File: config.mk
export PLATFORM = sky130hd
export DESIGN_NAME = periph_bridge
export DESIGN_NICKNAME = d
export VERILOG_FILES = /design/src/design/bridge_pkg.sv /design/src/design/periph_if.sv /design/src/design/bridge_decode.sv /design/src/design/bridge_timer.sv /design/src/design/bridge_sysreg.sv /design/src/design/bridge_response.sv /design/src/design/periph_bridge.sv
export SDC_FILE = /design/constraint.sdc
export NUM_CORES = 1
export LEC_CHECK = 0
export BUFFER_PORTS_ARGS = -buffer_cell sky130_fd_sc_hd__buf_4
export CAP_MARGIN = 25
export CORE_MARGIN = 2
export CORE_UTILIZATION = 38
export CTS_BUF_LIST = sky130_fd_sc_hd__clkbuf_2
export CTS_CLUSTER_SIZE = 28
export DETAILED_ROUTE_END_ITERATION = 7
export PLACE_DENSITY = 0.6
export SYNTH_ARGS = -nofsm -noshare
export SYNTH_HDL_FRONTEND = slang
export SYNTH_SLANG_ARGS = --single-unit
File: constraint.sdc
create_clock -name i_clock -period 3.8 [get_ports i_clock]
set_input_delay 0.19 -clock i_clock [delete_from_list [all_inputs] [get_ports i_clock]]
set_output_delay 0.19 -clock i_clock [all_outputs]
set_load 0.05 [all_outputs]
File: src/design/bridge_pkg.sv
package bridge_pkg;

	// ====================
	// Widths
	// ====================

	// Data word and bridge address
	localparam int DATA_W = 32;
	localparam int ADDR_W = 28;

	// Register index from address bits 4 to 2
	localparam int REG_W = 3;

	// Region code in the top bits of the bridge address
	localparam int REGION_W = 4;

	// LED pins driven by the system registers
	localparam int LED_W = 8;

	// Value returned by the ID register
	localparam logic [DATA_W-1:0] DEVICE_ID = 32'd3;

	// ====================
	// Encodings
	// ====================

	// Regions; any code not listed here is unmapped
	typedef enum logic [REGION_W-1:0] {
		REGION_NONE   = 4'h0,
		REGION_TIMER  = 4'h5,
		REGION_SYSREG = 4'h9
	} region_e;

	// Timer registers
	// CONTROL bit 0 is the enable and STATUS bit 0 the pending flag
	typedef enum logic [REG_W-1:0] {
		TMR_CONTROL = 3'd0,
		TMR_COMPARE = 3'd1,
		TMR_COUNTER = 3'd2,
		TMR_STATUS  = 3'd3
	} timer_reg_e;

	// System registers
	typedef enum logic [REG_W-1:0] {
		SYS_DEVICE_ID = 3'd0,
		SYS_LEDS      = 3'd1,
		SYS_SCRATCH   = 3'd2
	} sysreg_reg_e;

endpackage

File: src/design/periph_if.sv
`timescale 1ns/1ps

interface periph_if
	import bridge_pkg::*;
();

	// Access from the decoder with a one-cycle request pulse
	logic              request;
	logic              rw;
	logic [REG_W-1:0]  index;
	logic [DATA_W-1:0] wdata;

	// Answer from the target one cycle after the request
	logic [DATA_W-1:0] rdata;
	logic              ready;

	modport decoder (
		output request, rw, index, wdata
	);

	modport target (
		input  request, rw, index, wdata,
		output rdata, ready
	);

	// Response side only looks at the answer
	modport collector (
		input rdata, ready
	);

endinterface

File: src/design/bridge_decode.sv
`timescale 1ns/1ps

module bridge_decode
	import bridge_pkg::*;
(
	input  logic              i_clock,
	input  logic              i_rst_n,
	input  logic              i_request,
	input  logic              i_rw,
	input  logic [ADDR_W-1:0] i_address,
	input  logic [DATA_W-1:0] i_wdata,
	periph_if.decoder         o_timer,
	periph_if.decoder         o_sysreg,
	output logic              o_unmapped,
	output region_e           o_region
);

	region_e region;
	logic    timer_select;
	logic    sysreg_select;

	// Region code in address bits 27 to 24
	assign region        = region_e'(i_address[ADDR_W-1 -: REGION_W]);
	assign timer_select  = (region == REGION_TIMER);
	assign sysreg_select = (region == REGION_SYSREG);

	// Only the selected target sees the strobe
	assign o_timer.request  = i_request && timer_select;
	assign o_sysreg.request = i_request && sysreg_select;
	assign o_unmapped       = i_request && !timer_select && !sysreg_select;

	// Shared access fields
	assign o_timer.rw     = i_rw;
	assign o_timer.index  = i_address[REG_W+1:2];
	assign o_timer.wdata  = i_wdata;
	assign o_sysreg.rw    = i_rw;
	assign o_sysreg.index = i_address[REG_W+1:2];
	assign o_sysreg.wdata = i_wdata;

	// Remember which region answers next cycle
	always_ff @(posedge i_clock or negedge i_rst_n) begin
		if (!i_rst_n) begin
			o_region <= REGION_NONE;
		end else if (i_request) begin
			o_region <= region;
		end
	end

endmodule

File: src/design/bridge_timer.sv
`timescale 1ns/1ps

module bridge_timer
	import bridge_pkg::*;
(
	input  logic     i_clock,
	input  logic     i_rst_n,
	periph_if.target bus,
	output logic     o_interrupt
);

	logic              enable;
	logic [DATA_W-1:0] compare;
	logic [DATA_W-1:0] counter;
	logic              pending;
	logic              write;
	logic              clear;
	logic              hit;
	logic [DATA_W-1:0] read_value;

	assign write = bus.request && bus.rw;

	// Writing a 1 to STATUS bit 0 acknowledges the interrupt
	assign clear = write && (timer_reg_e'(bus.index) == TMR_STATUS) && bus.wdata[0];
	assign hit   = enable && (counter == compare);

	// ====================
	// Registers
	// ====================

	always_ff @(posedge i_clock or negedge i_rst_n) begin
		if (!i_rst_n) begin
			enable  <= 1'b0;
			compare <= '0;
		end else if (write) begin
			case (timer_reg_e'(bus.index))
				TMR_CONTROL: enable  <= bus.wdata[0];
				TMR_COMPARE: compare <= bus.wdata;
				default: ;
			endcase
		end
	end

	// Counts clock cycles and wraps after matching COMPARE
	always_ff @(posedge i_clock or negedge i_rst_n) begin
		if (!i_rst_n) begin
			counter <= '0;
		end else if (hit) begin
			counter <= '0;
		end else if (enable) begin
			counter <= counter + DATA_W'(1);
		end
	end

	// A new match wins over a clear in the same cycle
	always_ff @(posedge i_clock or negedge i_rst_n) begin
		if (!i_rst_n) begin
			pending <= 1'b0;
		end else if (hit) begin
			pending <= 1'b1;
		end else if (clear) begin
			pending <= 1'b0;
		end
	end

	assign o_interrupt = pending;

	// ====================
	// Read and answer
	// ====================

	always_comb begin
		case (timer_reg_e'(bus.index))
			TMR_CONTROL: read_value = {{(DATA_W-1){1'b0}}, enable};
			TMR_COMPARE: read_value = compare;
			TMR_COUNTER: read_value = counter;
			TMR_STATUS:  read_value = {{(DATA_W-1){1'b0}}, pending};
			default:     read_value = '0;
		endcase
	end

	always_ff @(posedge i_clock or negedge i_rst_n) begin
		if (!i_rst_n) begin
			bus.ready <= 1'b0;
		end else begin
			bus.ready <= bus.request;
		end
	end

	// Writes answer with zero data
	always_ff @(posedge i_clock) begin
		if (bus.request) begin
			bus.rdata <= bus.rw ? '0 : read_value;
		end
	end

endmodule

File: src/design/bridge_sysreg.sv
`timescale 1ns/1ps

module bridge_sysreg
	import bridge_pkg::*;
(
	input  logic             i_clock,
	input  logic             i_rst_n,
	periph_if.target         bus,
	output logic [LED_W-1:0] o_leds
);

	logic [LED_W-1:0]  leds;
	logic [DATA_W-1:0] scratch;
	logic [DATA_W-1:0] read_value;

	// DEVICE_ID is read-only, so only two registers take writes
	always_ff @(posedge i_clock or negedge i_rst_n) begin
		if (!i_rst_n) begin
			leds    <= '0;
			scratch <= '0;
		end else if (bus.request && bus.rw) begin
			case (sysreg_reg_e'(bus.index))
				SYS_LEDS:    leds    <= bus.wdata[LED_W-1:0];
				SYS_SCRATCH: scratch <= bus.wdata;
				default: ;
			endcase
		end
	end

	assign o_leds = leds;

	always_comb begin
		case (sysreg_reg_e'(bus.index))
			SYS_DEVICE_ID: read_value = DEVICE_ID;
			SYS_LEDS:      read_value = {{(DATA_W-LED_W){1'b0}}, leds};
			SYS_SCRATCH:   read_value = scratch;
			// Unknown index
			default:       read_value = '0;
		endcase
	end

	// One cycle answer
	always_ff @(posedge i_clock or negedge i_rst_n) begin
		if (!i_rst_n) begin
			bus.ready <= 1'b0;
		end else begin
			bus.ready <= bus.request;
		end
	end

	always_ff @(posedge i_clock) begin
		if (bus.request) begin
			bus.rdata <= bus.rw ? '0 : read_value;
		end
	end

endmodule

File: src/design/bridge_response.sv
`timescale 1ns/1ps

module bridge_response
	import bridge_pkg::*;
(
	input  logic              i_clock,
	input  logic              i_rst_n,
	input  region_e           i_region,
	input  logic              i_unmapped,
	periph_if.collector       i_timer,
	periph_if.collector       i_sysreg,
	output logic [DATA_W-1:0] o_rdata,
	output logic              o_ready
);

	logic unmapped_ready;

	// Stand-in answer for regions with no target
	always_ff @(posedge i_clock or negedge i_rst_n) begin
		if (!i_rst_n) begin
			unmapped_ready <= 1'b0;
		end else begin
			unmapped_ready <= i_unmapped;
		end
	end

	// ====================
	// Result mux
	// ====================

	// Region was captured with the request, so it is stable here
	always_comb begin
		case (i_region)
			REGION_TIMER: begin
				o_rdata = i_timer.rdata;
				o_ready = i_timer.ready;
			end
			REGION_SYSREG: begin
				o_rdata = i_sysreg.rdata;
				o_ready = i_sysreg.ready;
			end
			default: begin
				o_rdata = '0;
				o_ready = unmapped_ready;
			end
		endcase
	end

endmodule

File: src/design/periph_bridge.sv
`timescale 1ns/1ps

module periph_bridge
	import bridge_pkg::*;
(
	input  logic              i_clock,
	input  logic              i_rst_n,
	input  logic              i_request,
	input  logic              i_rw,
	input  logic [ADDR_W-1:0] i_address,
	input  logic [DATA_W-1:0] i_wdata,
	output logic [DATA_W-1:0] o_rdata,
	output logic              o_ready,
	output logic              o_timer_interrupt,
	output logic [LED_W-1:0]  o_leds
);

	periph_if timer_bus ();
	periph_if sysreg_bus ();

	logic    unmapped;
	region_e region;

	// ====================
	// Decode
	// ====================

	bridge_decode decode (
		.i_clock    (i_clock),
		.i_rst_n    (i_rst_n),
		.i_request  (i_request),
		.i_rw       (i_rw),
		.i_address  (i_address),
		.i_wdata    (i_wdata),
		.o_timer    (timer_bus.decoder),
		.o_sysreg   (sysreg_bus.decoder),
		.o_unmapped (unmapped),
		.o_region   (region)
	);

	// Region 5
	bridge_timer timer (
		.i_clock     (i_clock),
		.i_rst_n     (i_rst_n),
		.bus         (timer_bus.target),
		.o_interrupt (o_timer_interrupt)
	);

	// Region 9
	bridge_sysreg sysreg (
		.i_clock (i_clock),
		.i_rst_n (i_rst_n),
		.bus     (sysreg_bus.target),
		.o_leds  (o_leds)
	);

	// ====================
	// Result
	// ====================

	bridge_response response (
		.i_clock    (i_clock),
		.i_rst_n    (i_rst_n),
		.i_region   (region),
		.i_unmapped (unmapped),
		.i_timer    (timer_bus.collector),
		.i_sysreg   (sysreg_bus.collector),
		.o_rdata    (o_rdata),
		.o_ready    (o_ready)
	);

endmodule

==> results.cfg <==
[critical_path]
crit_slowest_cell = nor4bb_4
start_kind = register
ff2ff_path_depth = 6
rrSetupSlack_ps = 1210
cp_cell_sequence = nor4bb_4 -> buf_4 -> a22o_1 -> buf_4
critPathMaxFanout = 21
crit_family = simple AND/OR/NAND/NOR gates
critPathKind = register to output pin
rr_endpoint = timer.o_interrupt
crit_top_cell = buf_4
worstSetupPathDepth = 4
cp_num_buf_inv = 2
slowest_delay_ps = 780
required_ps = 3610
cp-end-kind = output pin
r2r_start = timer.counter[0]
cp_data_arrival_time_ps = 2840

[floorplan]
ios = 106
die_y_um = 151
core_um2 = 21100
initial_core_util = 0.387
dieArea_um2 = 22700
die_x_um = 151
row_count = 53

[cells_and_area]
finalInstanceArea_um2 = 9860
fin_nets = 827
multiInputGateArea_um2 = 3270
synthToLayoutAreaGrowth_pct = 20.7
drive_above_1_share = 0.285
seqCellArea_um2 = 4750
num-fill-cells = 1912

[power_and_ir_drop]
leakage_nw = 4.43
total_power_mw = 3.57
p_per_area_nw_per_um2 = 362
ir_drop_v = 0.000192

[synth]
synth_top_area_cell = dfrtp_1
ys_top_cells_by_area = dfrtp_1, edfxtp_1, mux2_2
synthTopCellsByCount = dfrtp_1, nor2_1, edfxtp_1, mux2_2, xor2_1
yosys.area.top_type_share = 0.346
synthArstFlopShare = 0.638
synthesis.nets = 708
yosysWarningCount = 0
synthMostInstantiatedCell = dfrtp_1
netlist-cell-type-count = 46
synth_seq_cells = 177
syn_area_per_cell_um2 = 12.7
synthCells = 643
synth_area_um2 = 8170
synth_top_flop_cell = dfrtp_1
synth_edf_count = 64
yosysSeqAreaShare = 0.581

[worst_hold_path]
holdPathStages = 3
hp-start = i_rw
hp-class = input pin to register
min_to = sysreg.scratch[17]

[global_route]
overflow = 0
grt_util_all_layers = 0.173
antenna_found_initial = 1
grt_pass1_vias = 5569
grt_max_degree = 76
grt_pass1_wl_mm = 30.0

[clocking]
numCtsBuffers = 17
cts.sinks = 177
htree_levels = 4
cts_setup_buffers = 0
cts_max_path_buffers = 2
root_buffer = clkbuf_2
clkLatencyLatePin_ps = 760
cts_tree = done
clkTransAtPathRegs_ps = 250

[route]
dr.pass1.iters = 5
dr.first_iter.drc_count = 319
ant_nets = 0
wire_per_inst_um = 17.8
vias = 5386
vias_per_cell = 5.12
drcViolationCount = 0
routed_wl_mm = 18.7

[placement]
dp_hpwl_mm = 13.1
gp_congestion = 0.852
dp_slack_ps = 1210
portBuffers = 84
dpl-instance-area_um2 = 9110

[timing]
clock_skew_ps = 34.4
fin_crit_sh = 0.797
final.setup.worst_slack_ps = 772
fmax_mhz = 330
worst_pin_slew_ps = 906
setup_violations = 0
holdWs_ps = 149
final_max_slew_viol_count = 0
relSlewSlack = 0.395
grt_setup_unrepaired = false
post-route-min-period_ps = 3030
hold_violations = 0
tns_ps = 0

[run]
drv_cap = 0

[outcome]
outcome = finished clean
metal layers:
metal | GRT usage | routed length, µm | up-vias
met5 | 0 | 0 | -
met4 | 0.0612 | 308 | 0
met3 | 0.0348 | 682 | 15
met2 | 0.286 | 9380 | 105
met1 | 0.228 | 8310 | 2704
li1 | - | - | 2562
kinds of logic after synthesis:
family,count (synthesis),synth area share
AO/OA/AOI/OAI,78,0.0751
XOR/XNOR,63,0.0676
adder cells (fa/ha/maj),1,0.00153
buffers and inverters,52,0.0273
flip-flops,177,0.581
multiplexers,78,0.109
AND/OR/NAND/NOR,194,0.138
sequential cells by signal, summed over array words and instances (netlist names):
| register | cells |
|---|---|
| timer.enable | 1 |
| timer.o_interrupt | 1 |
| sysreg.bus.ready | 1 |
| response.unmapped_ready | 1 |
| decode.o_region | 4 |
| timer.counter | 32 |
| sysreg.scratch | 32 |
| timer.compare | 32 |
| sysreg.bus.rdata | 32 |
| timer.bus.ready | 1 |
| sysreg.o_leds | 8 |
| timer.bus.rdata | 32 |
power by group:
group | internal [mW] | switching [mW]
registers | 2.04 | 0.0599
clock network | 0.312 | 0.670
logic | 0.210 | 0.287
total | 2.56 | 1.02
timing repair:
action	in CTS	in global routing
gates resized for setup	0	0
hold buffers	44	1
hold endpoints to repair	194	11
endpoints found under the setup margin	0	0
worst max path at each step:
| stage | end | startpoint |
|---|---|---|
| 2_1_floorplan | sysreg.scratch[10] | i_address[25] |
| 3_3_place_gp | sysreg.scratch[1] | i_address[3] |
| 3_5_place_dp | sysreg.scratch[7] | i_address[3] |
| 4_1_cts | o_rdata[0] | decode.o_region[1] |
| 5_1_grt | o_rdata[0] | decode.o_region[1] |
| 6_report | o_rdata[0] | decode.o_region[1] |
worst min-delay path, stage by stage:
cell and delay [ps]:
buf_4 160, nand3_2 300, mux2_2 220
cells in the final DEF (no fill, tap or decap), types with 4 or more instances in the layout:
cell type / n
a22o_1: 32
inv_6: 4
nand4_1: 6
and3_1: 5
nor2_1: 76
clkbuf_2: 17
nor3_2: 8
mux2_1: 16
a21oi_1: 4
xor2_1: 39
inv_1: 9
dlygate4sd3_1: 45
edfxtp_1: 64
nand2_1: 12
and2_1: 24
buf_4: 95
and4_1: 5
mux2_2: 61
dfrtp_1: 113
clkinv_2: 5
xnor2_1: 24
nand3_1: 10
a22oi_1: 37
nor4_1: 13
cell type report:
class | instances | share of cell area
Sequential cell | 177 | 0.482
Multi-Input combinational cell | 414 | 0.331
Timing Repair Buffer | 142 | 0.124
Tap cell | 275 | 0.0349
Clock inverter | 15 | 0.0159
Clock buffer | 17 | 0.00863
Inverter | 10 | 0.00381
Antenna cell | 1 | 0.000254
per-stage QoR:
stage	util	instances
floorplan	-	643
global placement	0.432	971
detailed placement	0.432	971
CTS	0.464	1047
global route	0.468	1051
finish	0.468	1051
Power figures use the tool's default switching activity.
